[src/hdl/rv_idu_pkg.sv]
/*
 Shared types for the RV32I decode stage.
 The instruction union covers the base 32-bit formats only, with no compressed words.
 alu_op is {sub_sra, funct3} for register and immediate ALU ops.
 */

package rv_idu_pkg;

    localparam int XLEN = 32;

    // RV32I major opcodes
    localparam logic [6:0] OPC_LUI      = 7'b0110111;
    localparam logic [6:0] OPC_AUIPC    = 7'b0010111;
    localparam logic [6:0] OPC_JAL      = 7'b1101111;
    localparam logic [6:0] OPC_JALR     = 7'b1100111;
    localparam logic [6:0] OPC_BRANCH   = 7'b1100011;
    localparam logic [6:0] OPC_LOAD     = 7'b0000011;
    localparam logic [6:0] OPC_STORE    = 7'b0100011;
    localparam logic [6:0] OPC_OPIMM    = 7'b0010011;
    localparam logic [6:0] OPC_OP       = 7'b0110011;
    localparam logic [6:0] OPC_MISC_MEM = 7'b0001111;
    localparam logic [6:0] OPC_SYSTEM   = 7'b1110011;

    localparam logic [3:0] ALU_ADD  = 4'b0000;  // also address generation
    localparam logic [3:0] ALU_SUB  = 4'b1000;  // branch compare
    localparam logic [3:0] ALU_PASS = 4'b1111;  // lui passes the immediate straight through

    typedef enum logic [1:0] {
        UNIT_ALU = 2'd0,
        UNIT_BJU = 2'd1,
        UNIT_LSU = 2'd2,
        UNIT_CSR = 2'd3
    } dec_unit_e;

    typedef struct packed {
        logic [6:0] funct7;
        logic [4:0] rs2;
        logic [4:0] rs1;
        logic [2:0] funct3;
        logic [4:0] rd;
        logic [6:0] opcode;
    } rv_r_t;

    typedef struct packed {
        logic [11:0] imm_11_0;
        logic [4:0]  rs1;
        logic [2:0]  funct3;
        logic [4:0]  rd;
        logic [6:0]  opcode;
    } rv_i_t;

    typedef struct packed {
        logic [6:0] imm_11_5;
        logic [4:0] rs2;
        logic [4:0] rs1;
        logic [2:0] funct3;
        logic [4:0] imm_4_0;
        logic [6:0] opcode;
    } rv_s_t;

    typedef struct packed {
        logic       imm_12;
        logic [5:0] imm_10_5;
        logic [4:0] rs2;
        logic [4:0] rs1;
        logic [2:0] funct3;
        logic [3:0] imm_4_1;
        logic       imm_11;
        logic [6:0] opcode;
    } rv_b_t;

    typedef struct packed {
        logic [19:0] imm_31_12;
        logic [4:0]  rd;
        logic [6:0]  opcode;
    } rv_u_t;

    typedef struct packed {
        logic       imm_20;
        logic [9:0] imm_10_1;
        logic       imm_11;
        logic [7:0] imm_19_12;
        logic [4:0] rd;
        logic [6:0] opcode;
    } rv_j_t;

    typedef union packed {
        rv_r_t r;
        rv_i_t i;
        rv_s_t s;
        rv_b_t b;
        rv_u_t u;
        rv_j_t j;
    } rv_inst_u;

    typedef struct packed {
        dec_unit_e  unit;
        logic [3:0] alu_op;
        logic [2:0] funct3;
        logic       is_load;
        logic       is_store;
        logic       sub_sra;    // funct7 bit 5
    } dec_info_t;

    typedef struct packed {
        logic [XLEN-1:0] inst_addr;
        logic [31:0]     inst;
        logic            inst_valid;
        logic            illegal_inst;
        logic            reg_we;
        logic [4:0]      reg_waddr;
        logic [4:0]      reg1_raddr;
        logic [4:0]      reg2_raddr;
        logic            csr_we;
        logic [11:0]     csr_addr;
        logic [XLEN-1:0] dec_imm;
        dec_info_t       dec_info;
        logic            is_pred_branch;
        logic            inst_jump;
        logic            inst_branch;
        logic            inst_csr_type;
    } id_ex_t;

    typedef struct packed {
        logic flush;
        logic stall;
        logic stall_agu;
    } cu_bus_t;

endpackage

[src/hdl/rv_inst_decoder.sv]
/*
 Combinational RV32I decoder, zero cycles.
 ECALL/EBREAK decode as illegal and fence passes as a no-op ALU op.
 Register indices are zeroed when the format does not use them.
 */

`timescale 1ns/1ps

module rv_inst_decoder import rv_idu_pkg::*; (
    input  rv_inst_u        inst_i,
    input  logic [XLEN-1:0] inst_addr_i,
    input  logic            inst_valid_i,
    input  logic            is_pred_branch_i,
    output id_ex_t          dec_entry_o,
    output logic            use_rs1_o,
    output logic            use_rs2_o
);

    logic [6:0]      opc;
    logic [2:0]      f3;
    logic [XLEN-1:0] imm;
    dec_info_t       info;
    logic            writes_rd;
    logic            illegal;
    logic            jump;
    logic            branch;
    logic            csr_type;
    logic            csr_wr;
    logic            ok;

    assign opc = inst_i.r.opcode;
    assign f3  = inst_i.r.funct3;

    always_comb begin
        imm         = '0;
        info        = '0;
        info.unit   = UNIT_ALU;
        info.alu_op = ALU_ADD;
        info.funct3 = f3;
        writes_rd   = 1'b0;
        use_rs1_o   = 1'b0;
        use_rs2_o   = 1'b0;
        illegal     = 1'b0;
        jump        = 1'b0;
        branch      = 1'b0;
        csr_type    = 1'b0;
        csr_wr      = 1'b0;
        case (opc)
            OPC_LUI, OPC_AUIPC: begin
                writes_rd   = 1'b1;
                imm         = {inst_i.u.imm_31_12, 12'b0};
                info.funct3 = '0;                       // bits belong to the immediate
                info.alu_op = (opc == OPC_LUI) ? ALU_PASS : ALU_ADD;
            end
            OPC_JAL: begin
                writes_rd   = 1'b1;
                jump        = 1'b1;
                info.unit   = UNIT_BJU;
                info.funct3 = '0;
                imm = {{11{inst_i.j.imm_20}}, inst_i.j.imm_20, inst_i.j.imm_19_12,
                       inst_i.j.imm_11, inst_i.j.imm_10_1, 1'b0};
            end
            OPC_JALR: begin
                writes_rd = 1'b1;
                jump      = 1'b1;
                use_rs1_o = 1'b1;
                info.unit = UNIT_BJU;
                imm       = {{20{inst_i.i.imm_11_0[11]}}, inst_i.i.imm_11_0};
                illegal   = (f3 != 3'b000);
            end
            OPC_BRANCH: begin
                branch      = 1'b1;
                use_rs1_o   = 1'b1;
                use_rs2_o   = 1'b1;
                info.unit   = UNIT_BJU;
                info.alu_op = ALU_SUB;
                imm = {{19{inst_i.b.imm_12}}, inst_i.b.imm_12, inst_i.b.imm_11,
                       inst_i.b.imm_10_5, inst_i.b.imm_4_1, 1'b0};
                illegal     = (f3[2:1] == 2'b01);       // funct3 2 and 3 unused
            end
            OPC_LOAD: begin
                writes_rd    = 1'b1;
                use_rs1_o    = 1'b1;
                info.unit    = UNIT_LSU;
                info.is_load = 1'b1;
                imm          = {{20{inst_i.i.imm_11_0[11]}}, inst_i.i.imm_11_0};
                illegal      = (f3 == 3'b011) || (f3[2:1] == 2'b11);
            end
            OPC_STORE: begin
                use_rs1_o     = 1'b1;
                use_rs2_o     = 1'b1;
                info.unit     = UNIT_LSU;
                info.is_store = 1'b1;
                imm = {{20{inst_i.s.imm_11_5[6]}}, inst_i.s.imm_11_5, inst_i.s.imm_4_0};
                illegal       = (f3 > 3'b010);
            end
            OPC_OPIMM: begin
                writes_rd    = 1'b1;
                use_rs1_o    = 1'b1;
                imm          = {{20{inst_i.i.imm_11_0[11]}}, inst_i.i.imm_11_0};
                info.sub_sra = (f3 == 3'b101) && inst_i.r.funct7[5];  // srai only
                info.alu_op  = {info.sub_sra, f3};
            end
            OPC_OP: begin
                writes_rd    = 1'b1;
                use_rs1_o    = 1'b1;
                use_rs2_o    = 1'b1;
                info.sub_sra = inst_i.r.funct7[5];
                info.alu_op  = {info.sub_sra, f3};
                illegal = !((inst_i.r.funct7 == 7'h00) ||
                            ((inst_i.r.funct7 == 7'h20) && (f3 == 3'b000 || f3 == 3'b101)));
            end
            OPC_MISC_MEM: begin
                info.alu_op = ALU_ADD;                  // fence is a no-op here
            end
            OPC_SYSTEM: begin
                info.unit = UNIT_CSR;
                illegal   = (f3[1:0] == 2'b00);         // ecall/ebreak and funct3 4
                csr_type  = !illegal;
                writes_rd = !illegal;
                use_rs1_o = !illegal && !f3[2];
                imm       = f3[2] ? {27'b0, inst_i.i.rs1} : '0;  // zimm
                csr_wr    = csr_type && !(f3[1] && (inst_i.i.rs1 == 5'd0));
            end
            default: illegal = 1'b1;
        endcase
    end

    assign ok = inst_valid_i && !illegal;

    always_comb begin
        dec_entry_o                = '0;
        dec_entry_o.inst_addr      = inst_addr_i;
        dec_entry_o.inst           = inst_i;
        dec_entry_o.inst_valid     = inst_valid_i;
        dec_entry_o.illegal_inst   = illegal;
        dec_entry_o.reg_we         = ok && writes_rd && (inst_i.r.rd != 5'd0);
        dec_entry_o.reg_waddr      = writes_rd ? inst_i.r.rd : 5'd0;
        dec_entry_o.reg1_raddr     = use_rs1_o ? inst_i.r.rs1 : 5'd0;
        dec_entry_o.reg2_raddr     = use_rs2_o ? inst_i.r.rs2 : 5'd0;
        dec_entry_o.csr_we         = ok && csr_wr;
        dec_entry_o.csr_addr       = (opc == OPC_SYSTEM) ? inst_i.i.imm_11_0 : 12'd0;
        dec_entry_o.dec_imm        = imm;
        dec_entry_o.dec_info       = info;
        dec_entry_o.is_pred_branch = is_pred_branch_i;
        dec_entry_o.inst_jump      = jump;
        dec_entry_o.inst_branch    = branch;
        dec_entry_o.inst_csr_type  = csr_type;
    end

endmodule

[src/hdl/rv_hazard_ctrl.sv]
/*
 Stall and flush control for the ID/EX register, fully combinational.
 Only load-use is resolved here. Other hazards are left to forwarding in execute.
 */

`timescale 1ns/1ps

module rv_hazard_ctrl import rv_idu_pkg::*; (
    input  logic    inst_valid_i,
    input  logic [4:0] rs1_i,
    input  logic [4:0] rs2_i,
    input  logic    use_rs1_i,
    input  logic    use_rs2_i,
    input  id_ex_t  ex_entry_i,
    input  logic    redirect_i,
    input  logic    ex_stall_i,
    input  logic    agu_stall_i,
    output cu_bus_t cu_bus_o,
    output logic    fetch_hold_o
);

    logic ex_is_load;   // valid load in EX that writes a real register
    logic rs_match;
    logic load_use;
    logic any_stall;

    assign ex_is_load = ex_entry_i.inst_valid &&
                        ex_entry_i.dec_info.is_load &&
                        ex_entry_i.reg_we &&
                        (ex_entry_i.reg_waddr != 5'd0);

    assign rs_match = (use_rs1_i && (rs1_i == ex_entry_i.reg_waddr)) ||
                      (use_rs2_i && (rs2_i == ex_entry_i.reg_waddr));

    assign load_use  = ex_is_load && inst_valid_i && rs_match;
    assign any_stall = ex_stall_i || agu_stall_i;

    always_comb begin
        cu_bus_o.flush     = redirect_i || load_use;   // bubble into EX
        cu_bus_o.stall     = ex_stall_i;
        cu_bus_o.stall_agu = agu_stall_i;
    end

    // fetch must replay the word next cycle
    // a redirect discards it, a stall keeps the register frozen anyway
    assign fetch_hold_o = load_use && !redirect_i && !any_stall;

endmodule

[src/hdl/idu_id_pipe.sv]
/*
 ID/EX pipeline register with load enable.
 Any stall bit freezes the entry and wins over flush.
 Flush loads a bubble whose address is RESET_ADDR, the same value as after reset.
 */

`timescale 1ns/1ps

module idu_id_pipe import rv_idu_pkg::*; #(
    parameter logic [XLEN-1:0] RESET_ADDR = '0
) (
    input  logic    clk,
    input  logic    rst_n_i,
    input  id_ex_t  dec_entry_i,
    input  cu_bus_t cu_bus_i,
    output id_ex_t  ex_entry_o
);

    id_ex_t bubble;
    id_ex_t entry_dnxt;
    id_ex_t entry_q;
    logic   update_en;

    always_comb begin
        bubble           = '0;
        bubble.inst_addr = RESET_ADDR;
    end

    assign update_en  = !(cu_bus_i.stall || cu_bus_i.stall_agu);  // hold under back-pressure
    assign entry_dnxt = cu_bus_i.flush ? bubble : dec_entry_i;

    always_ff @(posedge clk or negedge rst_n_i) begin
        if (!rst_n_i) begin
            entry_q <= bubble;
        end else if (update_en) begin
            entry_q <= entry_dnxt;
        end
    end

    assign ex_entry_o = entry_q;

endmodule

[src/hdl/rv_idu_top.sv]
/*
 Decode stage top. One cycle from inst_i to ex_entry_o when not stalled.
 On fetch_hold_o the same instruction must be presented again next cycle.
 */

`timescale 1ns/1ps

module rv_idu_top import rv_idu_pkg::*; #(
    parameter logic [XLEN-1:0] RESET_ADDR = '0
) (
    input  logic            clk,
    input  logic            rst_n_i,
    input  logic [31:0]     inst_i,
    input  logic [XLEN-1:0] inst_addr_i,
    input  logic            inst_valid_i,
    input  logic            is_pred_branch_i,
    input  logic            redirect_i,
    input  logic            ex_stall_i,
    input  logic            agu_stall_i,
    output id_ex_t          ex_entry_o,
    output logic            fetch_hold_o
);

    rv_inst_u inst_word;    // same bits seen as format views
    id_ex_t   dec_entry;
    id_ex_t   ex_entry;
    cu_bus_t  cu_bus;
    logic     use_rs1;
    logic     use_rs2;

    assign inst_word = inst_i;

    rv_inst_decoder u_decoder (
        .inst_i           (inst_word),
        .inst_addr_i      (inst_addr_i),
        .inst_valid_i     (inst_valid_i),
        .is_pred_branch_i (is_pred_branch_i),
        .dec_entry_o      (dec_entry),
        .use_rs1_o        (use_rs1),
        .use_rs2_o        (use_rs2)
    );

    rv_hazard_ctrl u_hazard (
        .inst_valid_i (inst_valid_i),
        .rs1_i        (dec_entry.reg1_raddr),
        .rs2_i        (dec_entry.reg2_raddr),
        .use_rs1_i    (use_rs1),
        .use_rs2_i    (use_rs2),
        .ex_entry_i   (ex_entry),       // EX stage load for load-use
        .redirect_i   (redirect_i),
        .ex_stall_i   (ex_stall_i),
        .agu_stall_i  (agu_stall_i),
        .cu_bus_o     (cu_bus),
        .fetch_hold_o (fetch_hold_o)
    );

    idu_id_pipe #(
        .RESET_ADDR (RESET_ADDR)
    ) u_id_pipe (
        .clk         (clk),
        .rst_n_i     (rst_n_i),
        .dec_entry_i (dec_entry),
        .cu_bus_i    (cu_bus),
        .ex_entry_o  (ex_entry)
    );

    assign ex_entry_o = ex_entry;

endmodule

[config.mk]
export PLATFORM = sky130hd
export DESIGN_NAME = rv_idu_top
export DESIGN_NICKNAME = d
export VERILOG_FILES = /design/src/hdl/rv_idu_pkg.sv /design/src/hdl/rv_inst_decoder.sv /design/src/hdl/rv_hazard_ctrl.sv /design/src/hdl/idu_id_pipe.sv /design/src/hdl/rv_idu_top.sv
export SDC_FILE = /design/constraint.sdc
export NUM_CORES = 1
export LEC_CHECK = 0
export BUFFER_PORTS_ARGS = -buffer_cell sky130_fd_sc_hd__buf_2
export CORE_ASPECT_RATIO = 1.75
export CORE_MARGIN = 2
export CORE_UTILIZATION = 50
export CTS_CLUSTER_SIZE = 20
export DETAILED_ROUTE_END_ITERATION = 12
export PLACE_DENSITY_LB_ADDON = 0.05
export SLEW_MARGIN = 5
export SYNTH_ARGS = -nofsm -noshare
export SYNTH_HDL_FRONTEND = slang
export SYNTH_SLANG_ARGS = --single-unit
[constraint.sdc]
create_clock -name clk -period 2.2 [get_ports clk]
set_input_delay 0.22 -clock clk [delete_from_list [all_inputs] [get_ports clk]]
set_output_delay 0.22 -clock clk [all_outputs]
set_load 0.03 [all_outputs]
==> impl_metrics.yaml <==
logic_synthesis:
  synth_top_area_share_pct: 60.0
  synth.avg_cell_area_um2: 11.6
  async_flop_share_pct: 100
  yosys_warnings: 0
  yosys.area.top_type: "dfrtp_1"
  synthTopCellsByArea: "dfrtp_1 60%, a22o_1 16%, nand2_1 3.0%"
  syn_area_mm2: 0.00597
  synth_cells: 515
  synth_edf_count: 0
  synth.distinct_cells: 45
  synth.yosys.seq_area_share_pct: 60.0
  ys_seq_elements: 143
  syn_nets: 586
  synth_top_flop_cell: "dfrtp_1"
clocking:
  clock_sinks: 143
  ctsHtreeMaxLevel: 4
  cts_root_buf: "clkbuf_16"
  insertion_delay_ns: 0.42
  cts_buffers: 17
  clkTransAtPathRegs_ns: 0.07
  cts_tree: "yes"
  cts_max_path_buffers: 2
grt:
  overflow: 0
  grt_pass1_vias: 5221
  antenna_found_initial: 0
  grt_first_pass_wirelength_um: 28400
  grt_max_degree: 108
  grt_usage_pct: 28.6
floorplan:
  dieArea_mm2: 0.0129
  core_region_area_mm2: 0.0116
  die_x_um: 86.6
  boundaryPins: 215
  fp-row-count: 52
  initial_core_util_pct: 51.5
  die_h_um: 149
placed_design:
  hpwl_um: 12700
  io_buffers: 214
  place.gp.congestion: 0.895
routing:
  ant_nets: 0
  num_vias: 5266
  drt-pass1-iter-count: 5
  via_per_inst: 5.98
  wire_per_inst_um: 20.6
  drt-initial-drc-count: 346
  drt-total-wl_um: 18200
  drc: 0
final_layout:
  fin_util_pct: 67.9
  drive_above_1_share_pct: 38.1
  num_antenna_cells: 0
  fin_nets: 804
  fillCellCount: 904
  regArea_mm2: 0.00358
  syn2layout_area_growth_pct: 31.8
  largest_reg_flops: 143
  multi_input_area_mm2: 0.00216
power_and_ir_drop:
  totalPowerFinal_uw: 6660
  power_density_mw_per_mm2: 847
  p_leak_uw: 0.00418
  ir_worst_vdd_uv: 567
sta:
  hold_violations: 0
  worstMarginPinSlew_ns: 0.568
  fin_hold_ws_ns: 0.0141
  fmax_mhz: 473
  rsz0062_at_grt: "yes"
  finalCritPeriodShare_pct: 96.1
  report.final.slew_viol_count: 0
  slew-limit-headroom_pct: 62.1
  skew_ns: 0.00813
  period_needed_ns: 2.11
  setup_violations: 0
setup_path:
  start_kind: "register"
  endpoint_kind: "output port"
  cp.required_ns: 1.98
  cp_max_fo: 5
  crit_type: "register to output port"
  crit_arrival_ns: 1.89
flow_run:
  cap_violations: 0
min_path:
  hold_class: "primary input to register"
run_status:
  outcome: "completed"
[layout make-up]
| class | instances | share of cell area (%) |
|---|---|---|
| Sequential cell | 143 | 45.5 |
| Tap cell | 135 | 2.15 |
| Clock inverter | 15 | 1.96 |
| Inverter | 3 | 0.143 |
| Clock buffer | 17 | 5.41 |
| Timing Repair Buffer | 244 | 17.4 |
| Multi-Input combinational cell | 324 | 27.4 |
[per-layer routing]
metal  GRT usage (%)  routed length, um
met1            36.1               7090
met2            48.1               9220
met3            5.66               1230
met4            11.5                610
met5               0                  0
[power by group]
group	total [uW]	switching, uW	leakage (uW)	internal (uW)
clock network	2800	1210	0.000289	1590
registers	2860	79.0	0.00193	2780
logic	1000	675	0.00196	325
[cell usage after synthesis (all sizes together), types with 2 or more instances]
cell type / number
dfrtp: 143
a22o: 109
nand2: 48
o21ai: 38
clkbuf: 29
a21oi: 28
nor2: 19
buf: 16
xor2: 10
nand3: 8
a22oi: 7
nor3: 6
nor4: 5
and3: 4
nand4: 4
a32o: 3
and2: 3
inv: 3
a21boi: 2
a21o: 2
nand2b: 2
nand3b: 2
nor2b: 2
nor3b: 2
o22ai: 2
o32ai: 2
or2: 2
[cell usage in the layout (no fill, tap or decap), types with 4 or more instances in the layout]
| master | n |
|---|---|
| clkbuf_16 | 17 |
| inv_6 | 4 |
| o21ai_0 | 27 |
| xor2_1 | 10 |
| nand3_1 | 8 |
| buf_2 | 213 |
| dfrtp_1 | 141 |
| nor2_1 | 19 |
| nor4_1 | 4 |
| buf_12 | 5 |
| nor3_1 | 4 |
| buf_4 | 24 |
| a22oi_1 | 7 |
| a21oi_1 | 28 |
| a22o_1 | 109 |
| clkinv_4 | 4 |
| o21ai_1 | 11 |
| nand4_1 | 4 |
| nand2_1 | 48 |
[per-stage QoR]
step           setup TNS [ns]  cells  setup slack [ns]  cell area (um2)
6_report                    0    881            0.0858             7860
5_1_grt               -0.0402    881           -0.0344             7860
4_1_cts                     0    881            0.0121             7850
3_5_place_dp                0    848            0.0125             7260
3_3_place_gp                0    848            0.0333             7260
2_1_floorplan               0    515             0.210             5970
[timing repair]
item	CTS	global route
endpoints found under the setup margin	1	3
endpoints found under the hold margin	51	0
resized for setup	1	4
hold buffers	1	0
gates cloned	0	0
setup buffers	0	0
[logic make-up (layout without fill, tap and decap cells)]
kind of cell / count (synthesis) / count (layout) / share of synthesized area (%)
compound gates: 201 / 201 / 25.1
flops: 143 / 143 / 60.0
simple gates: 112 / 112 / 9.08
buf+inv: 48 / 279 / 4.22
xor+xnor: 10 / 10 / 1.47
fa+ha+maj: 1 / 1 / 0.168
[worst max-delay path: stages, from the launching register on]
cell and delay [ns]:
dfrtp_2 0.45, xor2_1 0.19, nor3_2 0.25, nand3_1 0.13
o21ai_0 0.08, and3_1 0.18, buf_2 0.20
[final timing paths]
check                                                      from                                    to  slack (ns)  cells past startpoint
max                        u_id_pipe.ex_entry_o[74]$_DFFE_PN0P_                          fetch_hold_o        0.09                      6
min reg2reg                u_id_pipe.ex_entry_o[13]$_DFFE_PN0P_  u_id_pipe.ex_entry_o[13]$_DFFE_PN0P_        0.47                      1
min in group asynchronous                               rst_n_i   u_id_pipe.ex_entry_o[3]$_DFFE_PN0P_        0.32                      2
max in group asynchronous                               rst_n_i  u_id_pipe.ex_entry_o[15]$_DFFE_PN0P_        1.26                      3
max reg2reg                u_id_pipe.ex_entry_o[73]$_DFFE_PN0P_  u_id_pipe.ex_entry_o[21]$_DFFE_PN0P_        0.10                      8
min                                            is_pred_branch_i   u_id_pipe.ex_entry_o[3]$_DFFE_PN0P_        0.01                      2
No activity file was read; power rests on OpenSTA's default activity.
